==> config.mk <==
export PLATFORM = sky130hd
export DESIGN_NAME = loadStoreUnit
export DESIGN_NICKNAME = d
export VERILOG_FILES = /design/src/rvPkg.sv /design/src/loadStoreUnit.sv
export SDC_FILE = /design/constraint.sdc
export NUM_CORES = 1
export LEC_CHECK = 0
export ABC_AREA = 1
export BUFFER_PORTS_ARGS = -buffer_cell sky130_fd_sc_hd__buf_4
export CORE_AREA = 4 4 160 162
export DETAILED_ROUTE_END_ITERATION = 6
export DIE_AREA = 0 0 164 166
export SLEW_MARGIN = 15
export SYNTH_ARGS = -nofsm -noshare
export SYNTH_HDL_FRONTEND = slang
export SYNTH_SLANG_ARGS = --single-unit
export TNS_END_PERCENT = 100
==> constraint.sdc <==
create_clock -name vclk -period 1
set_input_delay 0.05 -clock vclk [all_inputs]
set_output_delay 0.05 -clock vclk [all_outputs]
set_load 0.03 [all_outputs]
==> src/rvPkg.sv <==
package rvPkg;

    localparam int xLen = 64;

    // major opcodes used by the core
    typedef enum logic [6:0] {
        opLui    = 7'b0110111,
        opAuipc  = 7'b0010111,
        opJal    = 7'b1101111,
        opJalr   = 7'b1100111,
        opBranch = 7'b1100011,
        opLoad   = 7'b0000011,
        opStore  = 7'b0100011,
        opImm    = 7'b0010011,
        opImmW   = 7'b0011011,
        opReg    = 7'b0110011,
        opRegW   = 7'b0111011,
        opSystem = 7'b1110011
    } opcodeE;

    typedef enum logic [3:0] {
        aluAdd, aluSub, aluSll, aluSlt, aluSltu, aluXor,
        aluSrl, aluSra, aluOr, aluAnd, aluCopyB
    } aluOpE;

    typedef enum logic [2:0] {
        immI, immS, immB, immU, immJ
    } immKindE;

    // nine next-PC rules, so four bits
    typedef enum logic [3:0] {
        brNone, brJal, brJalr, brEq, brNe, brLt, brGe, brLtu, brGeu
    } branchKindE;

    // same coding as funct3 of loads and stores
    typedef enum logic [2:0] {
        memByte   = 3'b000,
        memHalf   = 3'b001,
        memWord   = 3'b010,
        memDouble = 3'b011,
        memByteU  = 3'b100,
        memHalfU  = 3'b101,
        memWordU  = 3'b110
    } memOpE;

    typedef struct packed {
        aluOpE      aluOp;
        logic       aSelPc;
        logic       bSelImm;
        logic       isWord;
        logic       regWr;
        logic       memRd;
        logic       memWr;
        memOpE      memOp;
        branchKindE branch;
        immKindE    immKind;
        logic       isEbreak;
    } ctrlT;

    typedef struct packed {
        logic            valid;
        logic            write;
        logic [xLen-1:0] addr;
        logic [xLen-1:0] wdata;
        logic [7:0]      wmask;
    } memReqT;

    typedef struct packed {
        logic            valid;
        logic [xLen-1:0] pc;
        logic [31:0]     inst;
        logic [4:0]      rdAddr;
        logic            rdWr;
        logic [xLen-1:0] rdData;
    } retireT;

endpackage

==> src/loadStoreUnit.sv <==
`timescale 1ns/1ps

module loadStoreUnit (
    input  rvPkg::ctrlT            ctrl,
    input  logic                   execPhase,
    input  logic [rvPkg::xLen-1:0] addr,
    input  logic [rvPkg::xLen-1:0] storeData,
    input  logic                   gnt,
    input  logic [rvPkg::xLen-1:0] rdata,
    output rvPkg::memReqT          memReq,
    output logic [rvPkg::xLen-1:0] loadData,
    output logic                   done
);
    import rvPkg::*;

    logic              active;
    logic [2:0]        byteOff;
    logic [7:0]        sizeMask;
    logic [15:0]       maskWide;
    logic [2*xLen-1:0] dataWide;
    logic [2*xLen-1:0] readWide;
    logic [xLen-1:0]   lane;

    assign active  = execPhase && (ctrl.memRd || ctrl.memWr);
    assign byteOff = addr[2:0];
    assign done    = !active || gnt;

    always_comb begin
        case (ctrl.memOp)
            memByte, memByteU: sizeMask = 8'h01;
            memHalf, memHalfU: sizeMask = 8'h03;
            memWord, memWordU: sizeMask = 8'h0f;
            default:           sizeMask = 8'hff;
        endcase
    end

    // lanes rotate inside the word, so misaligned accesses wrap around
    assign maskWide = {8'h00, sizeMask} << byteOff;
    assign dataWide = {{xLen{1'b0}}, storeData} << {byteOff, 3'b000};
    assign readWide = {rdata, rdata} >> {byteOff, 3'b000};
    assign lane     = readWide[xLen-1:0];

    always_comb begin
        memReq       = '0;
        memReq.valid = active;
        memReq.write = ctrl.memWr;
        memReq.addr  = addr;
        memReq.wdata = dataWide[xLen-1:0] | dataWide[2*xLen-1:xLen];
        memReq.wmask = ctrl.memWr ? (maskWide[7:0] | maskWide[15:8]) : 8'h00;
    end

    always_comb begin
        case (ctrl.memOp)
            memByte:  loadData = {{56{lane[7]}}, lane[7:0]};
            memByteU: loadData = {56'b0, lane[7:0]};
            memHalf:  loadData = {{48{lane[15]}}, lane[15:0]};
            memHalfU: loadData = {48'b0, lane[15:0]};
            memWord:  loadData = {{32{lane[31]}}, lane[31:0]};
            memWordU: loadData = {32'b0, lane[31:0]};
            default:  loadData = lane;
        endcase
    end

endmodule

==> impl_metrics.toml <==
[setup_path]
crit_path_end_kind = "output port"
crit_slowest_cell = "buf_6"
crit_required_ns = 0.95
cp_max_fo = 12
crit_type = "in -> out"
crit_start = "addr[0]"
critical_path_buf_inv_count = 5
crit_chain = "buf_12, buf_12, buf_12, buf_16, nand2_2, nand3_1, nand3_1, nand2_1, nand2_1, nand4_1, buf_6"
slowest_delay_ns = 0.17
crit_family = "buffers and inverters"
cp.depth = 11
arrival_ns = 1.37
path_common_cell = "buf_12"
cp-start-kind = "input pin"

[yosys]
synth_area_per_cell_um2 = 4.67
syn_inst = 1250
synth_area_um2 = 5840
synth_nets = 1465
yosys_warnings = 0
ys_seq_area_share_pct = 0
yosysUniqueCellTypes = 27

[finish]
regArea_um2 = 0
syn2layout_area_growth_pct = 113
final_layout_size_suffix_gt1_share_pct = 56.8
antennaDiodeCount = 0
final_cells = 1880
seq_cells = 0
most-common-layout-cells = "nand2_1, buf_4, buf_6"
nets = 1773
final_common_cell = "nand2_1"
utilization_pct = 51.6
clock_buffers = 0

[placed_design]
hpwl_um = 24600
place.gp.congestion = 0.937
io_buffer_count = 280
dp.cells = 1844

[worst_hold_path]
min_from = "addr[34]"
worstHoldEndpoint = "memReq[106]"
hold_path_depth = 0
min_path_type = "in -> out"

[global_routing]
grt_use_total_pct = 23.0
grt_pass1_wl_um = 51800
first_global_vias = 9675
antenna_found_initial = 0
overflow = 0
grt_max_degree = 60

[floorplanning]
die_area_um2 = 27200
dieHeight_um = 166
core_area_um2 = 24100
die_x_um = 164
io-pin-count = 418
start_util_pct = 24.2
rows = 57

[sta]
slew_violations = 0
setup_viol = 136
rsz0062_at_grt = "yes"
slew_headroom_pct = 73.9
finalHoldViolations = 0
fmax_ghz = 0.705
fin_crit_sh_pct = 142
fin_crit_ns = 1.42
layout_setup_ws_ns = -0.418
worst_slew_pin_slew_ns = 0.389
holdWs_ns = 0.100

[power]
intPower_mw = 3.67
power_density_nw_per_um2 = 689
ir_drop_mv = 0.462
seqPwrFrac_pct = 0
clkPwrFrac_pct = 0
power_switching_mw = 4.89
p_total_mw = 8.56
power_switching_share_pct = 57.1
comb_power_share_pct = 100.0
p_leak_nw = 6.14

[route]
drt-total-wl_um = 34800
avgViaCountPerCell = 5.39
drtIter0Drc = 826
via_count = 10138
wl_per_cell_um = 18.5
drc_errors = 0
dr.pass1.iters = 6
drtAntennaViolNets = 0

[status]
violations = "negative setup slack"
status = "complete, but fails checks"

[flow_run]
maxCapViolations = 0

[cts]
ctsHoldBuffers = 0
layout make-up:
type / instances / area (µm²)
fillers: 2345 / 11700
multi-input cells: 1041 / 6890
repair buffers: 470 / 4920
well taps: 324 / 405
inverters: 43 / 200
repair inverters: 2 / 15.0
timing repair:
item / CTS / global route
buffers inserted: 16 / 4
setup endpoints to repair: 136 / 136
pin swaps: 57 / 41
gates cloned: 16 / 3
resized for setup: 343 / 206
worst max path at each step:
| stage | to | slack, ns |
|---|---|---|
| 4_1_cts | loadData[42] | -0.37 |
| 2_1_floorplan | loadData[36] | -0.28 |
| 3_3_place_gp | memReq[48] | -0.63 |
| 6_report | loadData[40] | -0.42 |
| 5_1_grt | loadData[42] | -0.44 |
| 3_5_place_dp | memReq[48] | -0.65 |
power by group through the flow:
stage,clock [mW],sequential (mW),combinational [mW]
final,0,0,8.56
after global routing,0,0,9.08
after CTS,0,0,8.00
after detailed placement,0,0,6.90
after global placement,0,0,6.86
after floorplan,0,0,4.68
routing by layer:
layer / routed length, µm / share of wire (%) / up-vias / track usage, %
met5: 0 / 0 / - / 0
met4: 1170 / 3.3 / 0 / 5.14
met3: 2960 / 8.5 / 108 / 3.62
met2: 17400 / 50 / 554 / 41.4
met1: 13300 / 38 / 4746 / 28.8
li1: - / - / 4730 / -
Yosys cell counts, drive strengths merged:
master	count	share of area (%)
clkinv	3	0.19
inv	40	2.6
o21ai	117	10
nor2	15	1.0
or2	8	0.86
o211ai	1	0.13
nand2	563	36
a21oi	29	2.5
o21a	1	0.13
clkbuf	18	1.2
nor3	18	1.5
o22ai	1	0.11
a31oi	2	0.21
nand3	227	19
a22oi	24	3.1
nand4	32	3.4
buf	149	17
a211oi	2	0.26
through the flow:
step	worst slack (ns)	instance area (µm²)	TNS, ns
2_1_floorplan	-0.279	6830	-28.75
3_5_place_dp	-0.652	9730	-61.18
5_1_grt	-0.444	12400	-47.91
6_report	-0.418	12400	-39.33
3_3_place_gp	-0.629	9730	-58.72
4_1_cts	-0.372	11500	-38.26
logic make-up after synthesis:
kind of cell / share of synthesized area [%]
simple gates: 62.7
compound gates: 16.5
buf+inv: 20.8
Power figures use the tool's default switching activity.
