--- src/rvPkg.sv ---
package rvPkg;

    localparam int xLen = 64;

    // major opcodes used by the core
    typedef enum logic [6:0] {
        opLui    = 7'b0110111,
        opAuipc  = 7'b0010111,
        opJal    = 7'b1101111,
        opJalr   = 7'b1100111,
        opBranch = 7'b1100011,
        opLoad   = 7'b0000011,
        opStore  = 7'b0100011,
        opImm    = 7'b0010011,
        opImmW   = 7'b0011011,
        opReg    = 7'b0110011,
        opRegW   = 7'b0111011,
        opSystem = 7'b1110011
    } opcodeE;

    typedef enum logic [3:0] {
        aluAdd, aluSub, aluSll, aluSlt, aluSltu, aluXor,
        aluSrl, aluSra, aluOr, aluAnd, aluCopyB
    } aluOpE;

    typedef enum logic [2:0] {
        immI, immS, immB, immU, immJ
    } immKindE;

    // nine next-PC rules, so four bits
    typedef enum logic [3:0] {
        brNone, brJal, brJalr, brEq, brNe, brLt, brGe, brLtu, brGeu
    } branchKindE;

    // same coding as funct3 of loads and stores
    typedef enum logic [2:0] {
        memByte   = 3'b000,
        memHalf   = 3'b001,
        memWord   = 3'b010,
        memDouble = 3'b011,
        memByteU  = 3'b100,
        memHalfU  = 3'b101,
        memWordU  = 3'b110
    } memOpE;

    typedef struct packed {
        aluOpE      aluOp;
        logic       aSelPc;
        logic       bSelImm;
        logic       isWord;
        logic       regWr;
        logic       memRd;
        logic       memWr;
        memOpE      memOp;
        branchKindE branch;
        immKindE    immKind;
        logic       isEbreak;
    } ctrlT;

    typedef struct packed {
        logic            valid;
        logic            write;
        logic [xLen-1:0] addr;
        logic [xLen-1:0] wdata;
        logic [7:0]      wmask;
    } memReqT;

    typedef struct packed {
        logic            valid;
        logic [xLen-1:0] pc;
        logic [31:0]     inst;
        logic [4:0]      rdAddr;
        logic            rdWr;
        logic [xLen-1:0] rdData;
    } retireT;

endpackage

--- src/intAlu.sv ---
`timescale 1ns/1ps

module intAlu (
    input  rvPkg::ctrlT            ctrl,
    input  logic [rvPkg::xLen-1:0] pc,
    input  logic [rvPkg::xLen-1:0] rs1Data,
    input  logic [rvPkg::xLen-1:0] rs2Data,
    input  logic [rvPkg::xLen-1:0] imm,
    output logic [rvPkg::xLen-1:0] result,
    output logic                   less,
    output logic                   zero
);
    import rvPkg::*;

    logic [xLen-1:0] opA;
    logic [xLen-1:0] opB;
    logic [xLen-1:0] shiftA;
    logic [xLen-1:0] diff;
    logic [xLen-1:0] raw;
    logic [5:0]      shamt;
    logic            signedLess;
    logic            unsignedLess;

    assign opA          = ctrl.aSelPc ? pc : rs1Data;
    assign opB          = ctrl.bSelImm ? imm : rs2Data;
    assign diff         = opA - opB;
    assign signedLess   = $signed(opA) < $signed(opB);
    assign unsignedLess = opA < opB;

    // word shifts use 5 bits of shamt on the low half of A
    assign shamt  = ctrl.isWord ? {1'b0, opB[4:0]} : opB[5:0];
    assign shiftA = !ctrl.isWord          ? opA :
                    (ctrl.aluOp == aluSra) ? {{32{opA[31]}}, opA[31:0]} :
                                             {32'b0, opA[31:0]};

    always_comb begin
        case (ctrl.aluOp)
            aluAdd:   raw = opA + opB;
            aluSub:   raw = diff;
            aluSll:   raw = opA << shamt;
            aluSlt:   raw = xLen'(signedLess);
            aluSltu:  raw = xLen'(unsignedLess);
            aluXor:   raw = opA ^ opB;
            aluSrl:   raw = shiftA >> shamt;
            aluSra:   raw = $signed(shiftA) >>> shamt;
            aluOr:    raw = opA | opB;
            aluAnd:   raw = opA & opB;
            aluCopyB: raw = opB;
            default:  raw = '0;
        endcase
    end

    // truncate and sign-extend for the W forms
    assign result = ctrl.isWord ? {{32{raw[31]}}, raw[31:0]} : raw;

    assign less = (ctrl.branch == brLtu || ctrl.branch == brGeu) ? unsignedLess : signedLess;
    assign zero = diff == '0;

endmodule

--- config.mk ---
export PLATFORM = sky130hd
export DESIGN_NAME = intAlu
export DESIGN_NICKNAME = d
export VERILOG_FILES = /design/src/rvPkg.sv /design/src/intAlu.sv
export SDC_FILE = /design/constraint.sdc
export NUM_CORES = 1
export LEC_CHECK = 0
export BUFFER_PORTS_ARGS = -buffer_cell sky130_fd_sc_hd__buf_2
export CORE_ASPECT_RATIO = 1.4
export CORE_UTILIZATION = 65
export DETAILED_ROUTE_END_ITERATION = 7
export PLACE_DENSITY_LB_ADDON = 0.25
export SYNTH_ARGS = -nofsm -noshare
export SYNTH_HDL_FRONTEND = slang
export SYNTH_SLANG_ARGS = --single-unit
--- constraint.sdc ---
create_clock -name vclk -period 14.3
set_clock_uncertainty 0.2 [all_clocks]
set_input_delay 2.145 -clock vclk [all_inputs]
set_output_delay 2.145 -clock vclk [all_outputs]
set_load 0.05 [all_outputs]
==> impl_metrics.tcl, run 1 <==
set metrics [dict create \
    status "did not finish" \
    stop_stage "5_1_grt" \
    error_line "[ERROR GRT-0116] Global routing finished with congestion. Check the congestion regions in the DRC Viewer." \
    post_cts_buffers 0 \
    start_util_pct 66.1 \
    ys_seq_area_share_pct 0 \
    synth_common_cells "nand2_1, nor2_1, a21oi_1" \
    grt_pass1_wl_um 212000 \
    grt_use_total_pct 76.4 \
    synth_cell_type_count 96 \
    grt-ovfl-total 613 \
    synth_most_common_cell "nand2_1" \
    numPortBuffers 333 \
    die_x_um 159 \
    io_pins 343 \
    syn_inst 3601 \
    gp_congestion 1.55 \
    ctsResizeCount 0 \
    synth_top_area_share_pct 11.1 \
    dp_hpwl_um 90900 \
    synth_warnings 0 \
    grt_max_degree 83 \
    cts_hold_buf 0 \
    syn_nets 4079 \
    syn_area_per_cell_um2 6.24 \
    grt_pass1_vias 32345 \
    syn_area_um2 22500 \
    rows 80 \
    synth.area.top_cells "ha_1, mux2i_1, a21oi_1, o21ai_0, nand2_1" \
    fp.dieH_um 222 \
    yosysTopAreaCell "ha_1" \
]
cells by family after synthesis:
| family | after synthesis | share of synthesized area [%] |
|---|---|---|
| compound gates | 1362 | 38.9 |
| xor+xnor | 71 | 2.77 |
| fa+ha+maj | 201 | 11.3 |
| buf+inv | 485 | 9.06 |
| mux | 309 | 15.1 |
| simple gates | 1173 | 23.0 |
routing by layer:
metal | GRT overflow | global-route usage (%)
met5 | 8 | 29.3
met4 | 248 | 78.9
met3 | 25 | 60.4
met2 | 316 | 91.6
met1 | 16 | 76.7
per-stage QoR:
stage               instance area [um^2]  instances  setup WS (ps)
global placement                   23900       4146           3530
CTS                                23900       4146           3410
detailed placement                 23900       4146           3440
floorplan                          22500       3601           3660
==> inputs of run 2 (changes only) <==
CORE_ASPECT_RATIO = unset   (was 1.4)
CORE_UTILIZATION = 40   (was 65)
PLACE_DENSITY_LB_ADDON = 0.15   (was 0.25)
==> run 2 against run 1 <==
  * Area after synthesis did not move
  * Synthesized cell count did not move
  * The run now ends clean
==> impl_metrics.tcl, run 2 <==
set metrics [dict create \
    p_leak_uw 0.0106 \
    n_clock_buffer 0 \
    layout.nets 4206 \
    max_cap_viol_count 0 \
    syn_nets 4079 \
    avgViaCountPerCell 6.83 \
    syn_inst 3601 \
    syn_area_um2 22500 \
    rsz0062_at_grt "false" \
    slew_headroom_pct 4.98 \
    drc_errors 0 \
    antenna_found_initial 3 \
    start_util_pct 40.6 \
    dieArea_um2 57200 \
    firstDrtPassIters 6 \
    fp.dieH_um 239 \
    synth.area.top_cells "ha_1, mux2i_1, a21oi_1, o21ai_0, nand2_1" \
    slowest_delay_ps 930 \
    yosysTopAreaCell "ha_1" \
    grt_use_total_pct 48.0 \
    flops_and_latches 0 \
    ys_seq_area_share_pct 0 \
    power_density_nw_per_um2 73.1 \
    grt_pass1_vias 27031 \
    synth_common_cells "nand2_1, nor2_1, a21oi_1" \
    io_pins 343 \
    drive_above_1_share_pct 15.2 \
    critPathArrivalTime_ps 9850 \
    cp-start-kind "input port" \
    wirelength_um 144000 \
    final_common_cell "nand2_1" \
    setup_viol 0 \
    synth_top_area_share_pct 11.1 \
    cp_cell_sequence "buf_4 -> buf_4 -> mux2i_2 -> inv_1 -> ha_1 -> o21ai_0 -> and4b_1 -> o221ai_1 -> a221o_1 -> a2111oi_0 -> o2111a_1 -> nand4_1 -> nor4_1 -> nand4_1 -> nor4_1 -> nand3_1 -> nor4_1 -> buf_2" \
    post_cts_buffers 0 \
    vias 30536 \
    min_period_ps 12200 \
    crit_top_cell "nor4_1" \
    wl_per_cell_um 32.1 \
    grt_pass1_wl_um 199000 \
    path_class "in -> out" \
    grt-ovfl-total 0 \
    gp_congestion 1.13 \
    final-seq-area_um2 0 \
    dp_hpwl_um 115000 \
    fillers 6169 \
    antenna_cells 0 \
    hold_viol 0 \
    grt_max_degree 126 \
    setup_slack_ps 2100 \
    ir_worst_vdd_mv 0.0722 \
    layout_common_cells "nand2_1, nor2_1, a21oi_1, buf_2, o21ai_0" \
    rows 86 \
    finalCritPeriodShare_pct 85.3 \
    numPortBuffers 333 \
    cp-end-kind "output pin" \
    crit_fanout 40 \
    maxSlewViolCount 0 \
    die_x_um 239 \
    cp_slowest_cell "mux2i_2" \
    syn_area_per_cell_um2 6.24 \
    synth_warnings 0 \
    synth_cell_type_count 96 \
    max_freq_ghz 0.0820 \
    cts_hold_buf 0 \
    first_iter_violations 4479 \
    synth_most_common_cell "nand2_1" \
    tightest_slew_ps 1420 \
    setup_tns_ps 0 \
    coreArea_um2 55300 \
    ctsResizeCount 0 \
    critical_path_required_ps 11950 \
    place_ws_ps 2980 \
    area_growth_pct 9.23 \
    hold_class "in -> out" \
    postRouteAntennaNets 0 \
    status "finished, final reports clean" \
]
==> run 2: cell counts after synthesis <==
No cell type changed its count.
==> run 2: logic make-up after synthesis <==
kind of cell | after synthesis | share of synthesized area, %
mux | 309 | 15.1
xor+xnor | 71 | 2.77
buf+inv | 485 | 9.06
simple gates | 1173 | 23.0
compound gates | 1362 | 38.9
fa+ha+maj | 201 | 11.3
==> run 2: worst max-delay path: cells and delay by family <==
family,cells,cell delay [ps]
AND/OR/NAND/NOR,7,2590
multiplexers,1,930
AO/OA/AOI/OAI,5,2200
buffers and inverters,4,1600
adder cells (fa/ha/maj),1,310
==> run 2: cell type report <==
type	instances	area, um^2	area share, %
well taps	748	936	3.81
repair buffers	414	2340	9.54
inverters	196	743	3.03
multi-input cells	3116	20500	83.6
==> run 2: path summary, 6_finish.rpt <==
check | slack [ps] | end | start | depth (start not counted)
worst min-delay path | 4750 | less | ctrl[5] | 4
worst max-delay path | 2100 | zero | ctrl[16] | 18
==> run 2: metrics by stage <==
step / std cells / cell area [um^2] / utilization, % / power, uW / hold WS, ps
finish: 4474 / 24600 / 44.4 / 1800 / 4750
global route: 4474 / 24600 / 44.4 / 1850 / 4770
CTS: 4474 / 24600 / 44.4 / 1710 / 4750
detailed placement: 4474 / 24600 / 44.4 / 1700 / 4760
global placement: 4474 / 24600 / 44.4 / 1710 / 4730
floorplan: 3601 / 22500 / - / 1090 / 4540
==> run 2: where the power goes <==
part	switching, uW	internal (uW)	total, uW
logic	1300	497	1800
clock network	0	0	0
registers	0	0	0
total	1300	497	1800
==> run 2: layer usage <==
| metal | wire length [um] | vias to the layer above | global-route usage [%] | part of all wire, % |
|---|---|---|---|---|
| li1 | - | 13563 | - | - |
| met1 | 54900 | 14162 | 60.6 | 38 |
| met2 | 58900 | 2327 | 70.6 | 41 |
| met3 | 15200 | 480 | 8.13 | 11 |
| met4 | 14700 | 4 | 40.9 | 10 |
| met5 | 33 | - | 0 | 0.023 |
Note: power is estimated with default switching activity, not from simulation.
==> inputs of run 3 (changes only) <==
clock period = 13.2 ns   (was 14.3 ns; I/O delays follow)
==> run 3 against run 2 <==
  * The flow now finishes with violations (capacitance limit, slew limit)
  * Cell area down 0.14%
  * Hold slack worse by 330 ps
  * First-iteration DRC count is 4.0% lower
  * Critical path type unchanged
  * Total power grew 8.4%
  * Cell count barely moved
==> impl_metrics.tcl, run 3 (synthesis gave the netlist of run 2 again) <==
set metrics [dict create \
    io_pins 343 \
    finalCritPeriodShare_pct 85.1 \
    flops_and_latches 0 \
    hold_viol 0 \
    setup_viol 0 \
    grt_max_degree 108 \
    slew_headroom_pct -2.70 \
    critPathArrivalTime_ps 9050 \
    path_buf_inv 4 \
    fillers 6207 \
    coreArea_um2 55300 \
    tightest_slew_ps 1530 \
    max_freq_ghz 0.0890 \
    cts_hold_buf 0 \
    postRouteAntennaNets 0 \
    path_class "in -> out" \
    drc_errors 0 \
    drive_above_1_share_pct 15.2 \
    rsz0062_at_grt "false" \
    avgViaCountPerCell 6.82 \
    cp-start-kind "input port" \
    multiInputGateArea_um2 20500 \
    antenna_found_initial 2 \
    first_iter_violations 4301 \
    crit_fanout 39 \
    firstDrtPassIters 8 \
    n_clock_buffer 0 \
    maxSlewViolCount 4 \
    ir_worst_vdd_mv 0.0622 \
    ctsResizeCount 0 \
    max_cap_viol_count 1 \
    dieArea_um2 57200 \
    dp_hpwl_um 115000 \
    cp-end-kind "output pin" \
    hold_class "in -> out" \
    start_util_pct 40.6 \
    crit_top_cell "o211ai_1" \
    cp_slowest_cell "nand2b_1" \
    grt_pass1_vias 27209 \
    post_cts_buffers 0 \
    final-seq-area_um2 0 \
    gp_congestion 1.13 \
    cp_cell_sequence "buf_4 -> buf_4 -> mux2i_2 -> inv_1 -> ha_1 -> nor2b_1 -> o211ai_1 -> o211ai_1 -> o21ai_0 -> a211oi_1 -> nor2b_1 -> a2bb2oi_1 -> a21oi_1 -> a2111oi_2 -> nand2b_1 -> o211ai_1 -> o32a_1 -> buf_2" \
    min_period_ps 11230 \
    final_area_um2 24500 \
    dpl_cell_area_um2 24500 \
    layout_common_cells "nand2_1, nor2_1, a21oi_1, buf_2, o21ai_0" \
    hold_slack_ps 4420 \
    violations "capacitance limit, slew limit" \
    grt_pass1_wl_um 199000 \
    area_growth_pct 9.08 \
    setup_tns_ps 0 \
    wl_per_cell_um 32.1 \
    grt_use_total_pct 47.9 \
    layout.nets 4206 \
    numPortBuffers 333 \
    slowest_delay_ps 990 \
    grt-ovfl-total 0 \
    status "complete, but fails checks" \
    power_density_nw_per_um2 79.4 \
    final_common_cell "nand2_1" \
    vias 30534 \
    die_x_um 239 \
    fp.dieH_um 239 \
    p_leak_uw 0.0106 \
    cp_top_family "compound AO/OA/AOI/OAI gates" \
    rows 86 \
    wirelength_um 144000 \
    critical_path_required_ps 11020 \
]
run 3: path summary, 6_finish.rpt:
check / from / endpoint / slack (ps) / cells past startpoint
max: ctrl[16] / result[60] / 1970 / 18
min: ctrl[5] / less / 4420 / 4
run 3: stage by stage:
| stage | setup WS, ps | util, % | instances | power (uW) |
|---|---|---|---|---|
| after global routing | 1840 | 44.3 | 4474 | 2010 |
| after global placement | 2380 | 44.3 | 4474 | 1850 |
| after detailed placement | 2270 | 44.3 | 4474 | 1840 |
| after floorplan | 2890 | - | 3601 | 1190 |
| after CTS | 2250 | 44.3 | 4474 | 1850 |
| final | 1970 | 44.3 | 4475 | 1950 |
run 3: layer usage:
layer / vias up / wire (um) / GRT usage [%]
li1: 13561 / - / -
met1: 14278 / 55700 / 60.2
met2: 2212 / 59200 / 71.3
met3: 481 / 14300 / 7.99
met4: 2 / 14300 / 39.8
met5: - / 11 / 0
run 3: final cells by class:
class | instances | share of cell area (%)
Multi-Input combinational cell | 3116 | 83.7
Inverter | 196 | 3.03
Timing Repair Buffer | 414 | 9.40
Tap cell | 748 | 3.82
Antenna cell | 1 | 0.0102
run 3: report_power, final:
group | total (uW) | switching [uW] | internal, uW
clock | 0.00000260 | 0 | 0.00000259
combinational | 1950 | 1410 | 536
sequential | 0 | 0 | 0
total | 1950 | 1410 | 536
