--- config.mk ---
export PLATFORM = sky130hd
export DESIGN_NAME = fetchUnit
export DESIGN_NICKNAME = d
export VERILOG_FILES = /design/src/rvPkg.sv /design/src/fetchUnit.sv
export SDC_FILE = /design/constraint.sdc
export NUM_CORES = 1
export LEC_CHECK = 0
export BUFFER_PORTS_ARGS = -buffer_cell sky130_fd_sc_hd__buf_4
export CAP_MARGIN = 25
export CORE_MARGIN = 3
export CORE_UTILIZATION = 45
export CTS_CLUSTER_SIZE = 40
export DETAILED_ROUTE_END_ITERATION = 16
export HOLD_SLACK_MARGIN = 0.03
export MAX_ROUTING_LAYER = met4
export PLACE_DENSITY = 0.72
export RECOVER_POWER = 100
export SLEW_MARGIN = 10
export SYNTH_ARGS = -nofsm -noshare
export SYNTH_HDL_FRONTEND = slang
export SYNTH_SLANG_ARGS = --single-unit
--- constraint.sdc ---
create_clock -name clk -period 4.2 [get_ports clk]
set_input_delay 0.63 -clock clk [delete_from_list [all_inputs] [get_ports clk]]
set_output_delay 0.63 -clock clk [all_outputs]
set_load 0.01 [all_outputs]
--- src/rvPkg.sv ---
package rvPkg;

    localparam int xLen = 64;

    // major opcodes used by the core
    typedef enum logic [6:0] {
        opLui    = 7'b0110111,
        opAuipc  = 7'b0010111,
        opJal    = 7'b1101111,
        opJalr   = 7'b1100111,
        opBranch = 7'b1100011,
        opLoad   = 7'b0000011,
        opStore  = 7'b0100011,
        opImm    = 7'b0010011,
        opImmW   = 7'b0011011,
        opReg    = 7'b0110011,
        opRegW   = 7'b0111011,
        opSystem = 7'b1110011
    } opcodeE;

    typedef enum logic [3:0] {
        aluAdd, aluSub, aluSll, aluSlt, aluSltu, aluXor,
        aluSrl, aluSra, aluOr, aluAnd, aluCopyB
    } aluOpE;

    typedef enum logic [2:0] {
        immI, immS, immB, immU, immJ
    } immKindE;

    // nine next-PC rules, so four bits
    typedef enum logic [3:0] {
        brNone, brJal, brJalr, brEq, brNe, brLt, brGe, brLtu, brGeu
    } branchKindE;

    // same coding as funct3 of loads and stores
    typedef enum logic [2:0] {
        memByte   = 3'b000,
        memHalf   = 3'b001,
        memWord   = 3'b010,
        memDouble = 3'b011,
        memByteU  = 3'b100,
        memHalfU  = 3'b101,
        memWordU  = 3'b110
    } memOpE;

    typedef struct packed {
        aluOpE      aluOp;
        logic       aSelPc;
        logic       bSelImm;
        logic       isWord;
        logic       regWr;
        logic       memRd;
        logic       memWr;
        memOpE      memOp;
        branchKindE branch;
        immKindE    immKind;
        logic       isEbreak;
    } ctrlT;

    typedef struct packed {
        logic            valid;
        logic            write;
        logic [xLen-1:0] addr;
        logic [xLen-1:0] wdata;
        logic [7:0]      wmask;
    } memReqT;

    typedef struct packed {
        logic            valid;
        logic [xLen-1:0] pc;
        logic [31:0]     inst;
        logic [4:0]      rdAddr;
        logic            rdWr;
        logic [xLen-1:0] rdData;
    } retireT;

endpackage

--- src/fetchUnit.sv ---
`timescale 1ns/1ps

module fetchUnit #(
    parameter logic [rvPkg::xLen-1:0] resetPc = '0
) (
    input  logic                   clk,
    input  logic                   rstN,
    input  logic                   run,
    input  logic                   fetchGnt,
    input  logic [rvPkg::xLen-1:0] memRdata,
    input  rvPkg::ctrlT            ctrl,
    input  logic [rvPkg::xLen-1:0] imm,
    input  logic [rvPkg::xLen-1:0] rs1Data,
    input  logic                   aluLess,
    input  logic                   aluZero,
    input  logic                   execDone,
    output rvPkg::memReqT          fetchReq,
    output logic [rvPkg::xLen-1:0] pc,
    output logic [31:0]            inst,
    output logic                   execPhase,
    output logic                   retireValid,
    output logic                   halted
);
    import rvPkg::*;

    logic            taken;
    logic [xLen-1:0] nextPc;

    // read the instruction word only in the fetch phase
    always_comb begin
        fetchReq       = '0;
        fetchReq.valid = run && !execPhase && !halted;
        fetchReq.addr  = pc;
    end

    always_comb begin
        case (ctrl.branch)
            brJal, brJalr: taken = 1'b1;
            brEq:          taken = aluZero;
            brNe:          taken = !aluZero;
            brLt, brLtu:   taken = aluLess;
            brGe, brGeu:   taken = !aluLess;
            default:       taken = 1'b0;
        endcase
    end

    // jalr target drops bit 0
    assign nextPc = (ctrl.branch == brJalr) ? ((rs1Data + imm) & ~xLen'(1)) :
                    taken                   ? (pc + imm) :
                                              (pc + xLen'(4));

    always_ff @(posedge clk or negedge rstN) begin
        if (!rstN) begin
            pc          <= resetPc;
            execPhase   <= 1'b0;
            retireValid <= 1'b0;
            halted      <= 1'b0;
        end else begin
            retireValid <= 1'b0;
            if (!execPhase) begin
                if (fetchReq.valid && fetchGnt) begin
                    execPhase <= 1'b1;
                end
            end else if (execDone) begin
                pc          <= nextPc;
                execPhase   <= 1'b0;
                retireValid <= 1'b1;
                if (ctrl.isEbreak) begin
                    halted <= 1'b1;
                end
            end
        end
    end

    // pick the half of the 64-bit word that pc points at
    always_ff @(posedge clk) begin
        if (fetchReq.valid && fetchGnt) begin
            inst <= pc[2] ? memRdata[63:32] : memRdata[31:0];
        end
    end

endmodule

==> flow_summary.yaml, run 1 <==
placement:
  place_congestion: 0.957
  post_dp_cell_area_um2: 17100
  portBuffers: 367
  hpwl_mm: 45.8
critical_path:
  path_buf_inv: 2
  slowest_delay_ps: 450
  cpLargestDelayFamily: "compound AO/OA/AOI/OAI gates"
  critPathLaunchType: "flop"
  regToRegSetupSlack_ps: 320
  cp-end-kind: "flop"
  required_ps: 4400
  crit_slowest_cell: "dfrtp_1"
  critPathMostFrequentCell: "o21ai_0"
  cp_cell_sequence: "ha_1 > inv_1 > fa_1 > nand2b_1 > a211oi_1 > o21ai_0 > a21bo_2 > a21oi_1 > o21bai_1 > o21ai_0 > clkbuf_1 > a21boi_0 > xnor2_1 > a22oi_1 > o21ai_0"
  arrival_ps: 4080
  crit_path_max_fanout: 4
  worst-setup-path-type: "reg2reg"
route:
  drtAntennaViolNets: 0
  initialDrtViolationCount: 1634
  via_per_inst: 6.01
  firstDrtPassIters: 5
  drt_wl_total_mm: 57.2
  wl_per_cell_um: 21.8
  via_count: 15755
  drcViolationCount: 0
sta:
  setup_viol: 0
  finalCritPeriodShare: 0.923
  fmax_mhz: 258
  fin_tns_setup_ps: 0
  finClkSkew_ps: 20.5
  finalHoldViolCount: 0
  finalMaxSlewViolations: 58
  finalCriticalPeriod_ps: 3880
  grt_setup_unrepaired: "no"
  slew_headroom: -0.198
  worst_slew_pin_slew_ps: 1800
yosys:
  synth_adder_area_share: 0.112
  synth_mux_area_frac: 0.0304
  synth-seq-cells: 99
  synth_edf_count: 32
  synth_top_area_frac: 0.116
  synth_area_per_cell_um2: 7.44
  synthSimpleGateAreaFrac: 0.194
  ys_top_cells_by_area: "dfrtp_1 12%, ha_1 11%, a21oi_1 7.7%"
  synth_area_um2: 14400
  synth_top_family_by_area: "compound AO/OA/AOI/OAI gates"
  synth_top_flop_cell: "dfrtp_1"
  synthArstFlopShare: 0.677
  yosysWarnings: 0
  synth-compound-area-share: 0.281
  syn_inst: 1937
  synth_area_leader_cell: "dfrtp_1"
  ys_seq_area_frac: 0.183
  synthDistinctLibCells: 79
  synthXorXnorAreaFrac: 0.0906
clocking:
  cts_sinks: 99
  cts.path.max_buffers: 2
  cts_resized: 0
  cts_tree: "built"
  htreeDepth: 3
  cts_hold_buffers: 0
  clk_latency_ps: 380
  clk_pin_slew_ps: 90
  numCtsBuffers: 9
  cts_setup_buffers: 0
  cts_root_buf: "clkbuf_16"
global_routing:
  grt_use_total: 0.326
  grt_overflow: 0
  grt_pass1_vias: 14798
  grt_max_degree: 86
  grt_pass1_wl_mm: 84.8
  antenna_found_initial: 2
die:
  die_y_um: 185
  rows: 64
  ios: 457
  die_x_um: 185
  die-area_um2: 34200
  start_util: 0.464
  core_area_um2: 31100
final_layout:
  fin_nets: 2568
  layout_common_cells: "252 x buf_4, 222 x a21oi_1, 193 x nand2_1, 183 x clkbuf_1, 144 x nor2_1"
  final_layout_size_suffix_gt1_frac: 0.145
  area_growth_pct: 15.9
  final_common_cell: "buf_4"
  stdcell_area_um2: 16700
  fillCellCount: 3216
run:
  drv_cap: 2
pwr:
  p_total_w: 0.00925
  power.leakage_nw: 7.26
  powerDensity_nw_per_um2: 554
  ir_worst_vdd_mv: 0.247
min_path:
  hp-class: "in2reg"
run_status:
  violations: "max-capacitance violations, max-slew violations"
  outcome: "complete, but fails checks"
## through the flow
step / utilization / hold slack (ps) / setup slack [ps] / std cells
after floorplan: - / 334 / 725 / 2009
after CTS: 0.559 / 443 / 441 / 2620
final: 0.538 / 474 / 323 / 2623
after global routing: 0.538 / 468 / 59.9 / 2623
after global placement: 0.550 / 466 / 161 / 2604
after detailed placement: 0.550 / 478 / 89.8 / 2604
## cells by family (layout without fill, tap and decap cells)
group | count (synthesis) | count (layout)
AOI/OAI and AO/OA | 654 | 654
buffers and inverters | 275 | 491
adders and majority gates | 128 | 128
xor gates and xnor gates | 149 | 149
other | 1 | 75
muxes | 39 | 39
and+or+nand+nor | 592 | 592
DFF | 99 | 99
## synthesized netlist by cell type, types with 17 or more instances
| library cell | n |
|---|---|
| o21bai_1 | 25 |
| ha_1 | 126 |
| a21oi_1 | 222 |
| o211ai_1 | 21 |
| clkbuf_1 | 93 |
| nand3_1 | 57 |
| nor2_1 | 144 |
| a21o_1 | 68 |
| o21ai_0 | 140 |
| nand4_1 | 55 |
| edfxtp_1 | 32 |
| a211oi_1 | 31 |
| nor3_1 | 31 |
| inv_1 | 34 |
| mux2_2 | 34 |
| and3_1 | 27 |
| buf_4 | 137 |
| dfrtp_1 | 67 |
| nor2b_1 | 17 |
| nand2_1 | 193 |
| a31oi_1 | 34 |
| xnor2_1 | 80 |
| xor2_1 | 69 |
## flip-flops by register name, indices dropped and copies added, names as in the netlist
signal	count
pc	64
inst	32
execPhase	1
halted	1
retireValid	1
## final cells by class
type / count / area, um^2 / share of cell area
well taps: 396 / 495 / 0.0297
clock buffers: 9 / 225 / 0.0135
multi-input cells: 1635 / 10500 / 0.627
flip-flops and latches: 99 / 2640 / 0.158
diodes: 2 / 5.00 / 0.000300
inverters: 35 / 131 / 0.00786
clock inverters: 7 / 68.8 / 0.00412
repair buffers: 440 / 2660 / 0.159
## path summary, 6_finish.rpt
check	start	end	cells after the start
setup / recovery	pc[0]	pc[38]	15
hold / removal	ctrl[0]	halted	2
setup reg to reg	pc[0]	pc[38]	15
hold reg to reg	halted	halted	1
max in group asynchronous	rstN	pc[2]	2
min in group asynchronous	rstN	pc[20]	1
## routing by layer
metal	GRT usage	wire (um)
met5	-	0
met4	0.121	1960
met3	0.0401	4510
met2	0.528	26700
met1	0.420	24000
## report_power, final
group,internal [W],switching (W),leakage (nW),total [W]
sequential,0.00134,0.000663,1.11,0.00200
clock,0.000423,0.000487,0.145,0.000910
combinational,0.00252,0.00382,6.00,0.00634
Note: power is estimated with default switching activity, not from simulation.
==> run 2, diff against run 1 <==
- GPL_TIMING_DRIVEN: default -> 0
- clock period: 4.2 -> 3.9 ns (I/O delays scaled with it)
==> flow_summary.yaml, run 2 (synthesis results as in run 1) <==
route:
  drcViolationCount: 0
  firstDrtPassIters: 6
  drtAntennaViolNets: 0
  via_count: 16699
  wl_per_cell_um: 22.4
  initialDrtViolationCount: 1681
  drt_wl_total_mm: 62.4
  via_per_inst: 5.99
die:
  ios: 457
  die-area_um2: 34200
  die_y_um: 185
  core_area_um2: 31100
  rows: 64
  start_util: 0.464
  die_x_um: 185
global_routing:
  grt_max_degree: 68
  grt_overflow: 0
  grt_pass1_wl_mm: 91.4
  use_met3: 0.0424
  grt_pass1_vias: 15709
  grt_use_total: 0.357
  grt.busiest_layer: "met2"
  grtUsageMet1: 0.447
  met2_usage: 0.579
  antenna_found_initial: 3
pwr:
  powerDensity_nw_per_um2: 603
  ir_worst_vdd_mv: 0.279
  power.leakage_nw: 8.05
sta:
  finClkSkew_ps: 17.3
  fmax_mhz: 259
  setup_viol: 0
  finalMaxSlewViolations: 95
  finalHoldViolCount: 0
  finalCriticalPeriod_ps: 3860
  holdWs_ps: 150
  finalCritPeriodShare: 0.989
  grt_setup_unrepaired: "yes"
  fin_tns_setup_ps: 0
  worst_slew_pin_slew_ps: 2110
  slew_headroom: -0.408
  fin_ws_ps: 44.2
final_layout:
  seqCellArea_um2: 2640
  fillCellCount: 3151
  largest_reg_flops: 64
  largest_register: "pc"
  final_common_cell: "buf_4"
  layout_common_cells: "341 x buf_4, 220 x a21oi_1, 202 x clkbuf_1, 193 x nand2_1, 143 x nor2_1"
  top_regs: "pc (64), inst (32)"
  area_growth_pct: 25.2
  final_layout_size_suffix_gt1_frac: 0.209
  multiInputGateArea_um2: 10700
  fin_nets: 2734
min_path:
  hp-class: "in2async"
critical_path:
  critPathLaunchType: "flop"
  required_ps: 4090
  arrival_ps: 4050
  worst-setup-path-type: "reg2reg"
  crit_path_max_fanout: 9
  cp-end-kind: "flop"
run_status:
  violations: "max-capacitance violations, max-slew violations"
  outcome: "complete, but fails checks"
clocking:
  cts_hold_buffers: 0
  numCtsBuffers: 9
  cts.path.max_buffers: 2
  cts_sinks: 99
  clk_pin_slew_ps: 90
  cts_root_buf: "clkbuf_16"
  clk_latency_ps: 370
  htreeDepth: 3
  cts_tree: "built"
placement:
  place_congestion: 1.01
  pre_cts_slack_ps: -765
  portBuffers: 365
  hpwl_mm: 50.7
run:
  drv_cap: 2
-- run 2: cell types whose count changed in the layout (fill, tap and decap cells not counted), moves of 5 or more --
cell      before  now
clkbuf_4       1   55
o21ai_0      141  133
buf_4        252  341
o21ai_2        0    5
clkbuf_1     183  202
-- run 2: stage by stage --
stage	area, um^2	util	total power (W)	instances
detailed placement	17900	0.577	0.00990	2771
CTS	18300	0.590	0.0110	2789
global route	18000	0.581	0.0116	2790
finish	18000	0.581	0.0109	2790
floorplan	14700	-	0.00695	2009
global placement	17900	0.577	0.00983	2770
-- run 2: worst paths after layout --
| path | from | to | slack (ps) | cells after the start |
|---|---|---|---|---|
| max in group asynchronous | rstN | pc[59] | 1690 | 2 |
| max reg2reg | pc[10] | pc[57] | 40 | 14 |
| min in group clk | ctrl[0] | halted | 430 | 2 |
| max | pc[10] | pc[57] | 40 | 14 |
| min | rstN | pc[15] | 150 | 1 |
| min reg2reg | halted | halted | 520 | 1 |
-- run 2: final cells by class --
cell class,instances,area share
diodes,3,0.000416
plain buffers,235,0.0764
clock buffers,10,0.0127
clock inverters,6,0.00451
inverters,35,0.00728
multi-input cells,1635,0.592
flip-flops and latches,99,0.146
well taps,396,0.0275
repair buffers,371,0.133
-- run 2: where the power goes --
group | internal, W | total [W] | leakage [nW] | switching (W)
Clock | 0.000515 | 0.000996 | 0.151 | 0.000481
Combinational | 0.00321 | 0.00755 | 6.78 | 0.00434
Sequential | 0.00144 | 0.00233 | 1.11 | 0.000888
Total | 0.00517 | 0.0109 | 8.05 | 0.00571
-- run 2: routing by layer --
metal | vias to the layer above | share of wire
met5 | - | 0
met4 | 0 | 0.047
li1 | 7812 | -
met1 | 7807 | 0.40
met3 | 145 | 0.087
met2 | 935 | 0.47
-- run 2: repair_timing --
| item | CTS | global route |
|---|---|---|
| cloned | 0 | 0 |
| resized for setup | 18 | 32 |
| pin swaps | 2 | 2 |
| setup buffers | 2 | 2 |
| endpoints found under the setup margin | 16 | 19 |
-- run 2: worst max-delay path: stages (launching register included) --
cell and delay (ps):
dfrtp_1 570, ha_1 300, clkbuf_1 190, a21oi_1 350
o21ai_0 210, a21oi_1 230, a31oi_1 190, nor4_1 400
o31ai_2 90, buf_4 160, a41oi_2 410, nor3_1 90
nor2_1 120, xor2_1 260, a221oi_2 100
