File: src/rvPkg.sv
package rvPkg;

    localparam int xLen = 64;

    // major opcodes used by the core
    typedef enum logic [6:0] {
        opLui    = 7'b0110111,
        opAuipc  = 7'b0010111,
        opJal    = 7'b1101111,
        opJalr   = 7'b1100111,
        opBranch = 7'b1100011,
        opLoad   = 7'b0000011,
        opStore  = 7'b0100011,
        opImm    = 7'b0010011,
        opImmW   = 7'b0011011,
        opReg    = 7'b0110011,
        opRegW   = 7'b0111011,
        opSystem = 7'b1110011
    } opcodeE;

    typedef enum logic [3:0] {
        aluAdd, aluSub, aluSll, aluSlt, aluSltu, aluXor,
        aluSrl, aluSra, aluOr, aluAnd, aluCopyB
    } aluOpE;

    typedef enum logic [2:0] {
        immI, immS, immB, immU, immJ
    } immKindE;

    // nine next-PC rules, so four bits
    typedef enum logic [3:0] {
        brNone, brJal, brJalr, brEq, brNe, brLt, brGe, brLtu, brGeu
    } branchKindE;

    // same coding as funct3 of loads and stores
    typedef enum logic [2:0] {
        memByte   = 3'b000,
        memHalf   = 3'b001,
        memWord   = 3'b010,
        memDouble = 3'b011,
        memByteU  = 3'b100,
        memHalfU  = 3'b101,
        memWordU  = 3'b110
    } memOpE;

    typedef struct packed {
        aluOpE      aluOp;
        logic       aSelPc;
        logic       bSelImm;
        logic       isWord;
        logic       regWr;
        logic       memRd;
        logic       memWr;
        memOpE      memOp;
        branchKindE branch;
        immKindE    immKind;
        logic       isEbreak;
    } ctrlT;

    typedef struct packed {
        logic            valid;
        logic            write;
        logic [xLen-1:0] addr;
        logic [xLen-1:0] wdata;
        logic [7:0]      wmask;
    } memReqT;

    typedef struct packed {
        logic            valid;
        logic [xLen-1:0] pc;
        logic [31:0]     inst;
        logic [4:0]      rdAddr;
        logic            rdWr;
        logic [xLen-1:0] rdData;
    } retireT;

endpackage

File: src/memArbiter.sv
`timescale 1ns/1ps

module memArbiter (
    input  rvPkg::memReqT loadReq,
    input  rvPkg::memReqT lsuReq,
    input  rvPkg::memReqT fetchReq,
    output rvPkg::memReqT memReq,
    output logic          loadGnt,
    output logic          lsuGnt,
    output logic          fetchGnt
);

    // loader first, then load/store, then fetch
    always_comb begin
        memReq   = '0;
        loadGnt  = 1'b0;
        lsuGnt   = 1'b0;
        fetchGnt = 1'b0;
        if (loadReq.valid) begin
            memReq  = loadReq;
            loadGnt = 1'b1;
        end else if (lsuReq.valid) begin
            memReq = lsuReq;
            lsuGnt = 1'b1;
        end else if (fetchReq.valid) begin
            memReq   = fetchReq;
            fetchGnt = 1'b1;
        end
    end

endmodule

File: config.mk
export PLATFORM = sky130hd
export DESIGN_NAME = memArbiter
export DESIGN_NICKNAME = d
export VERILOG_FILES = /design/src/rvPkg.sv /design/src/memArbiter.sv
export SDC_FILE = /design/constraint.sdc
export NUM_CORES = 1
export LEC_CHECK = 0
export BUFFER_PORTS_ARGS = -buffer_cell sky130_fd_sc_hd__buf_2
export CAP_MARGIN = 25
export CORE_AREA = 8 8 209 211
export DETAILED_ROUTE_END_ITERATION = 8
export DIE_AREA = 0 0 217 219
export GPL_TIMING_DRIVEN = 0
export PLACE_DENSITY = 0.36
export SLEW_MARGIN = 20
export SYNTH_ARGS = -nofsm -noshare
export SYNTH_HDL_FRONTEND = slang
export SYNTH_SLANG_ARGS = --single-unit
export TNS_END_PERCENT = 100
File: constraint.sdc
create_clock -name vclk -period 1.4
set_clock_uncertainty 0.1 [all_clocks]
set_input_delay 0.14 -clock vclk [all_inputs]
set_output_delay 0.14 -clock vclk [all_outputs]
set_load 0.02 [all_outputs]
==> metrics.md, run 1 <==
| Metric | Value |
|---|---|
| Max-slew violation count | `0` |
| RSZ-0062 raised after global routing | `false` |
| Post-synthesis sequential area ratio | `0%` |
| Crit-path max FO | `10` |
| VDD IR-drop max | `0.140 mV` |
| Hold Vio Cnt, Final | `0` |
| Synth Area per Inst | `between 7 and 8 um^2` |
| Antenna Nets Post-Route | `0` |
| Port Buf Inserts | `~550` |
| Crit path time final | `around 1.4 ns` |
| Max Clk Rate | `0.722 GHz` |
| Vias | `6,858` |
| Library cells used by synthesis | `11` |
| Worst hold path type | `input port to output port` |
| Die W | `217 um` |
| Initial antenna violation count | `4` |
| Post-Synthesis Cells | `roughly 630` |
| Total gr overflow | `0` |
| Placer Congestion | `0.810` |
| DIE AREA | `0.0475 mm^2` |
| Crit path max-delay cell type | `clkbuf_4` |
| Setup crit end kind | `output port` |
| Vias in the first global route | `7,472` |
| Initial Util | `a little under an eighth` |
| Multi-input gate area | `0.00406 mm^2` |
| DR iter-0 viols | `196` |
| Row count | `74` |
| # fillers | `4,693` |
| Crit path max-delay family | `buffers and inverters` |
| Vias per cell | `3.99` |
| TNS Setup | `0 ns` |
| Setup CP Type | `input port to output port` |
| Largest net degree at the start of global routing | `12` |
| All-Layer GR Usage | `13.2%` |
| Commonest non-fill, non-tap cells in the layout | `buf_2, a21oi_2, nand3b_1` |
| Commonest non-fill, non-tap cell in the layout | `buf_2` |
| Max-cap violations | `0` |
| Fin crit share | `99.0%` |
| Worst-margin pin slew | `between 0.3 and 0.4 ns` |
| Buf/Inv on CP | `4` |
| Detailed Place HPWL | `29,500 um` |
| Fin util | `a little over a fifth` |
| DRT Wirelength | `34,600 um` |
| Die Ht | `about 220 um` |
| Slew HR | `73.3%` |
| CP required | `1.16 ns` |
| 1st-pass router iterations | `6` |
| Drt wl/cell | `20.1 um` |
| Post-Syn Area | `0.00465 mm^2` |
| CTS hold repair buffers | `0` |
| Layout cells sized above 1 | `71.0%` |
| Run status | `finished, final reports clean` |
| Register area | `0 um^2` |
| Worst stage delay on the critical path | `roughly 0.19 ns` |
| FFs & Latches | `0` |
| Synth Net Count | `about 1,000` |
| PwrDens | `approximately 370 mW/mm^2` |
| Clkbuf count | `0` |
| Type of origin of the critical path | `input port` |
| Global-route wire length before repair | `~50,000 um` |
| Area of the core | `0.0404 mm^2` |
| Setup Fix Bufs, Post-CTS | `0` |
| Nets | `approximately 1,600` |
| Leakage | `3.64 nW` |
| # setup viols final | `0` |
| Top Ports | `roughly 560` |
| Area growth syn-to-layout | `80.7%` |
| Ys Warns | `0` |
| DRC Markers | `0` |
| Arrival time worst endpoint | `1.15 ns` |
| Worst-path cell chain | `buf_8, buf_12, clkbuf_4, nor2b_1, a21oi_1, buf_4` |
-- cell type report --
| cell class | count | area share (%) |
|---|---|---|
| multi-input combinational | 551 | 48.3 |
| timing repair buffer | 554 | 34.1 |
| buffer | 77 | 9.62 |
| tap | 532 | 7.92 |
| antenna | 3 | 0.0893 |
-- power by group --
| group | total [mW] | internal (mW) | switching [mW] |
|---|---|---|---|
| Sequential | 0 | 0 | 0 |
| Clock | 0.000000229 | 0.000000229 | 0 |
| Combinational | 3.07 | 1.37 | 1.71 |
-- metrics by stage --
stage          setup slack (ns)  cells  instance area, um^2  hold WS (ns)  power [mW]
4_1_cts                 0.00409   1714                 8360         0.402        3.12
3_3_place_gp             -0.517   1712                 8080         0.403        2.99
5_1_grt              0.00000133   1714                 8400         0.403        3.32
6_report                 0.0145   1717                 8410         0.401        3.07
3_5_place_dp             -0.533   1712                 8080         0.402        2.99
2_1_floorplan            0.0714    628                 4660         0.293        1.64
-- kinds of logic after synthesis --
| group | share of synthesized area [%] |
|---|---|
| AOI/OAI and AO/OA | 45.6 |
| buffers and inverters | 13.4 |
| and+or+nand+nor | 41.0 |
-- cell usage after synthesis --
| cell type | count | area (um^2) |
|---|---|---|
| clkbuf_1 | 23 | 86.3 |
| nand3b_1 | 137 | 1030 |
| buf_12 | 11 | 220 |
| buf_2 | 25 | 125 |
| a21oi_1 | 74 | 370 |
| nor3b_1 | 1 | 7.51 |
| buf_4 | 3 | 22.5 |
| nor2b_1 | 138 | 863 |
| or3_1 | 1 | 6.26 |
| a21oi_2 | 200 | 1750 |
| buf_6 | 15 | 169 |
-- worst paths after layout --
kind | from | endpoint | slack (ns) | cells after the start
max | loadReq[137] | memReq[115] | 0.01 | 6
min | loadReq[137] | loadGnt | 0.40 | 2
-- routing by layer --
layer / share of wire [%] / global-route usage [%] / wire [um] / vias up
met5: 0.029 / 0 / 10 / -
met4: 1.5 / 1.74 / 535 / 2
met3: 8.5 / 3.50 / 2950 / 30
met2: 50 / 24.7 / 17200 / 377
met1: 40 / 15.3 / 13800 / 3099
li1: - / - / - / 3350
-- repair_timing --
action                     in CTS  in global routing
cloned                          2                  0
setup endpoints to repair     139                 29
pin swaps                       2                  0
gates resized for setup        78                 23
Power figures use the tool's default switching activity.
==> inputs of run 2 (changes only) <==
--- a/config.mk
+++ b/config.mk
@@ -14,2 +14,3 @@
 export PLACE_DENSITY = 0.36
+export SETUP_SLACK_MARGIN = 0.1
 export SLEW_MARGIN = 20
==> constraint.sdc (replaced) <==
create_clock -name vclk -period 1.4
set_clock_uncertainty 0.1 [all_clocks]
set_input_delay 0.28 -clock vclk [all_inputs]
set_output_delay 0.28 -clock vclk [all_outputs]
set_load 0.02 [all_outputs]
==> run 2 against run 1 <==
Against the previous run: the run now ends with setup timing left; critical path depth unchanged; final area up 37%; total power up 40%.
==> metrics.md, run 2 (synthesis results as in run 1) <==
| Metric | Value |
|---|---|
| Crit path max-delay cell type | `a21oi_4` |
| Worst Setup SP | `loadReq[137]` |
| Vias per cell | `4.09 (+2.4%)` |
| Port Buf Inserts | `552 (unchanged)` |
| DIE AREA | `0.0475 mm^2 (unchanged)` |
| Row count | `74 (unchanged)` |
| Pwr Total | `4.31 mW (+40%)` |
| Post-Layout Cell Count | `1,748 (+1.8%)` |
| Die Ht | `219 um (unchanged)` |
| Max Clk Rate | `0.633 GHz (-12%)` |
| Detailed Place HPWL | `29,100 um (-1.5%)` |
| Slew HR | `75.5% (+2.1 points)` |
| Fin util | `28.6% (+7.8 points)` |
| Met3 WL | `2480 um (-16%)` |
| Initial Util | `11.5% (unchanged)` |
| DR iter-0 viols | `204 (+4.1%)` |
| Commonest non-fill, non-tap cell in the layout | `buf_2` |
| Worst-margin pin slew | `0.367 ns (-0.0330 ns)` |
| Top Ports | `555 (unchanged)` |
| DR WL met2 | `19,700 um (+14%)` |
| All-Layer GR Usage | `14.0% (+0.71 points)` |
| Area of the core | `0.0404 mm^2 (unchanged)` |
| DRT Wirelength | `37,100 um (+7.2%)` |
| Post-route worst setup slack | `-0.179 ns (-0.193 ns)` |
| Largest net degree at the start of global routing | `11 (-1)` |
| PwrDens | `374 mW/mm^2 (+2.2%)` |
| DRC Markers | `0 (unchanged)` |
| Global-route wire length before repair | `51,700 um (+5.8%)` |
| Area growth syn-to-layout | `148%` |
| Finished Cell Area | `0.0115 mm^2 (+37%)` |
| Setup CP Type | `input port to output port` |
| Hold slack | `0.681 ns (+0.280 ns)` |
| Fin crit share | `113% (+14 points)` |
| Max-cap violations | `0 (unchanged)` |
| Crit path time final | `1.58 ns (+0.193 ns)` |
| Commonest non-fill, non-tap cells in the layout | `buf_2, a21oi_2, nand3b_1` |
| Hold Vio Cnt, Final | `0 (unchanged)` |
| Total gr overflow | `0 (unchanged)` |
| Vias in the first global route | `7,849 (+5.0%)` |
| Failing checks | `setup timing` |
| Worst setup path end | `memReq[120]` |
| Worst hold path type | `input port to output port` |
| Die W | `217 um (unchanged)` |
| Drt wl/cell | `21.2 um (+5.3%)` |
| Clkbuf count | `0 (unchanged)` |
| Layout cells sized above 1 | `82.8% (+12 points)` |
| VDD IR-drop max | `0.151 mV (+7.9%)` |
| Setup WS pre-CTS | `-0.649 ns (-0.115 ns)` |
| FFs & Latches | `0 (unchanged)` |
| Setup crit end kind | `output port` |
| Arrival time worst endpoint | `1.20 ns (+0.05 ns)` |
| TNS Setup | `-13.55 ns (-13.55 ns)` |
| Register area | `0 um^2 (unchanged)` |
| # fillers | `4,359 (-7.1%)` |
| Met1 WL | `14,400 um (+3.9%)` |
| RSZ-0062 raised after global routing | `true` |
| DP Area | `0.00859 mm^2 (+6.2%)` |
| 1st-pass router iterations | `4 (-2)` |
| Worst-path cell chain | `buf_16, buf_12, clkbuf_16, nor2b_4, a21oi_4, buf_6` |
| Antenna Nets Post-Route | `0 (unchanged)` |
| CP required | `1.02 ns (-0.14 ns)` |
| Worst stage delay on the critical path | `0.18 ns (about the same)` |
| Vias | `7,151 (+4.3%)` |
| Type of origin of the critical path | `input port` |
| Initial antenna violation count | `5 (+1)` |
| Nets | `1,625 (+1.7%)` |
| Inst Count DP | `1,712 (unchanged)` |
| Run status | `finished with violations` |
| Top Layer Used | `met4` |
| Max-slew violation count | `0 (unchanged)` |
| # setup viols final | `139 (+139)` |
| Leakage | `4.82 nW (+32%)` |
| Placer Congestion | `0.823 (+1.5%)` |
| Crit-path max FO | `7 (-3)` |
run 2: repair_timing:
action,CTS,global route
hold buffers,0,0
cloned,17,9
setup buffers,4,0
endpoints found under the setup margin,140,140
gates resized for setup,460,134
pin swaps,29,36
run 2: how the worst min path moves through the flow:
stage,start,end,depth (start not counted)
2_1_floorplan,loadReq[137],loadGnt,1
3_3_place_gp,loadReq[137],loadGnt,2
3_5_place_dp,loadReq[137],loadGnt,2
4_1_cts,loadReq[137],loadGnt,2
5_1_grt,loadReq[137],loadGnt,2
6_report,loadReq[137],loadGnt,2
run 2: worst max-delay path, delay by kind of cell:
family / cells / cell delay [ns]
buf+inv: 4 / 0.59
simple gates: 1 / 0.13
compound gates: 1 / 0.18
run 2: layout make-up:
class / instances / area, um^2 / area share, %
well taps: 532 / 666 / 5.77
repair buffers: 581 / 4230 / 36.6
multi-input cells: 551 / 5450 / 47.2
plain buffers: 77 / 1180 / 10.2
diodes: 7 / 17.5 / 0.152
run 2: metal layers:
layer  track usage (%)  vias up
li1                  -     3410
met1              15.9     3379
met2              26.7      340
met3              2.96       22
met4              2.12        0
met5                 0        -
run 2: where the power goes:
group | switching [mW] | total (mW) | internal (mW) | leakage [nW]
Clock | 0 | 0.000000619 | 0.000000619 | 0.0000444
Combinational | 2.09 | 4.31 | 2.22 | 4.82
Sequential | 0 | 0 | 0 | 0
Total | 2.09 | 4.31 | 2.22 | 4.82
==> inputs of run 3 (changes only) <==
- CORE_AREA: 8 8 209 211 -> 8 8 212 214
- DIE_AREA: 0 0 217 219 -> 0 0 220 222
- PLACE_DENSITY: 0.36 -> 0.35
- RECOVER_POWER: not set -> 100
==> run 3 against run 2 <==
Against the previous run: the run still ends with setup timing left; via count barely moved; critical path depth rose by 1; hold slack improved by 0.042 ns; final area rose by 1.4%; first-iteration DRC count rose by 15%; non-clock buffer count rose by 8; global-route usage fell by 0.14 points; final cell count rose by 0.46%; largest power group unchanged.
==> metrics.md, run 3 (synthesis results as in run 1) <==
| Metric | Value |
|---|---|
| Arrival time worst endpoint | `1.24 ns (+0.04 ns)` |
| Die Ht | `222 um (+1.4%)` |
| Crit-path max FO | `8 (+1)` |
| DRT Wirelength | `38,500 um (+3.8%)` |
| Nets | `1,633 (+0.49%)` |
| Total gr overflow | `0 (unchanged)` |
| RSZ-0062 raised after global routing | `true` |
| TNS Setup | `-16.06 ns (-2.51 ns)` |
| Global-route wire length before repair | `52,000 um (+0.61%)` |
| Initial Util | `11.2% (-0.31 points)` |
| Largest net degree at the start of global routing | `11 (unchanged)` |
| Type of origin of the critical path | `input port` |
| Vias | `7,145 (-0.084%)` |
| Max-slew violation count | `0 (unchanged)` |
| VDD IR-drop max | `0.152 mV (+0.58%)` |
| Setup CP Type | `input port to output port` |
| Met3 WL | `2860 um (+15%)` |
| Die W | `220 um (+1.4%)` |
| Area of the core | `0.0415 mm^2 (+2.7%)` |
| FFs & Latches | `0 (unchanged)` |
| Fin crit share | `116% (+2.8 points)` |
| Worst-margin pin slew | `0.252 ns (-0.115 ns)` |
| Detailed Place HPWL | `29,400 um (+0.89%)` |
| # setup viols final | `140 (+0.72%)` |
| DR iter-0 viols | `234 (+15%)` |
| Drt wl/cell | `21.9 um (+3.3%)` |
| Port Buf Inserts | `552 (unchanged)` |
| Worst hold path type | `input port to output port` |
| Failing checks | `setup timing` |
| Max Clk Rate | `0.618 GHz (-2.5%)` |
| Vias in the first global route | `7,863 (+0.18%)` |
| Slew HR | `83.3% (+7.8 points)` |
| Area growth syn-to-layout | `152%` |
| Layout cells sized above 1 | `81.8% (-1.0 points)` |
| Pwr Total | `4.37 mW (+1.4%)` |
| Placer Congestion | `0.780 (-5.2%)` |
| PwrDens | `374 mW/mm^2 (about the same)` |
| Top Layer Used | `met4` |
| Commonest non-fill, non-tap cell in the layout | `buf_2` |
| Top Ports | `555 (unchanged)` |
| DIE AREA | `0.0488 mm^2 (+2.8%)` |
| Met1 WL | `14,500 um (+1.1%)` |
| Clkbuf count | `0 (unchanged)` |
| 1st-pass router iterations | `4 (unchanged)` |
| Post-route worst setup slack | `-0.218 ns (-0.0398 ns)` |
| Register area | `0 um^2 (unchanged)` |
| Post-Layout Cell Count | `1,756 (+0.46%)` |
| Run status | `finished with violations` |
| Row count | `75 (+1.4%)` |
| DR WL met2 | `20,400 um (+3.7%)` |
| DRC Markers | `0 (unchanged)` |
| Initial antenna violation count | `1 (-4)` |
| All-Layer GR Usage | `13.8% (-0.14 points)` |
| Setup crit end kind | `output port` |
| CP required | `1.02 ns (about the same)` |
| # fillers | `4,537 (+4.1%)` |
| Vias per cell | `4.07 (-0.54%)` |
| Inst Count DP | `1,719 (+0.41%)` |
| Commonest non-fill, non-tap cells in the layout | `buf_2, a21oi_2, nand3b_1` |
| Hold Vio Cnt, Final | `0 (unchanged)` |
| Crit path time final | `1.62 ns (+0.0398 ns)` |
| Leakage | `4.92 nW (+2.1%)` |
| Antenna Nets Post-Route | `0 (unchanged)` |
| Ant diodes | `0 (-7)` |
| Max-cap violations | `0 (unchanged)` |
[run 3: cell count changes in the layout (fill, tap and decap cells not counted), moves of 3 or more]
cell	delta
clkbuf_16	+10
buf_8	+6
buf_4	+5
buf_6	-9
clkbuf_4	+3
clkbuf_8	-3
a21oi_2	-5
buf_2	-4
a21oi_4	-3
a21oi_1	+8
nor2b_1	+5
diode_2	-7
nor2b_2	-6
[run 3: final timing paths]
path         start    endpoint  slack, ns  cells past startpoint
min   loadReq[137]     loadGnt       0.72                      2
max    lsuReq[137]  memReq[93]      -0.22                      7
[run 3: worst max-delay path: stages]
cell and delay, ns:
buf_16 0.14, buf_16 0.16, buf_8 0.13, clkbuf_16 0.16, a21oi_2 0.13, a21oi_2 0.07
buf_4 0.15
[run 3: power by group]
part	internal (mW)	switching (mW)	total [mW]
Sequential	0	0	0
Combinational	2.26	2.11	4.37
Clock	0	0	0
[run 3: through the flow]
step / cell area (um^2) / setup slack (ns) / util (%) / hold WS (ns)
final: 11700 / -0.218 / 28.2 / 0.723
after global routing: 11700 / -0.240 / 28.2 / 0.727
after CTS: 10300 / -0.235 / 24.9 / 0.682
after detailed placement: 8600 / -0.625 / 20.7 / 0.682
after global placement: 8600 / -0.591 / 20.7 / 0.682
after floorplan: 5160 / 0.0177 / - / 0.573
[run 3: repair_timing]
action,in CTS,in global routing
hold buffers,0,0
endpoints found under the setup margin,140,140
cloned,16,20
pin swaps,14,47
setup buffers,3,1
gates resized for setup,357,229
[run 3: layout make-up]
| class | count | area, um^2 | area share, % |
|---|---|---|---|
| multi-input combinational | 551 | 5390 | 46.1 |
| timing repair buffer | 590 | 4400 | 37.6 |
| buffer | 76 | 1230 | 10.6 |
| tap | 539 | 674 | 5.76 |
[run 3: routing by layer]
metal	GRT usage, %	up-vias
met5	0	-
met4	1.88	0
met3	2.95	36
met2	26.4	322
met1	15.6	3363
li1	-	3424
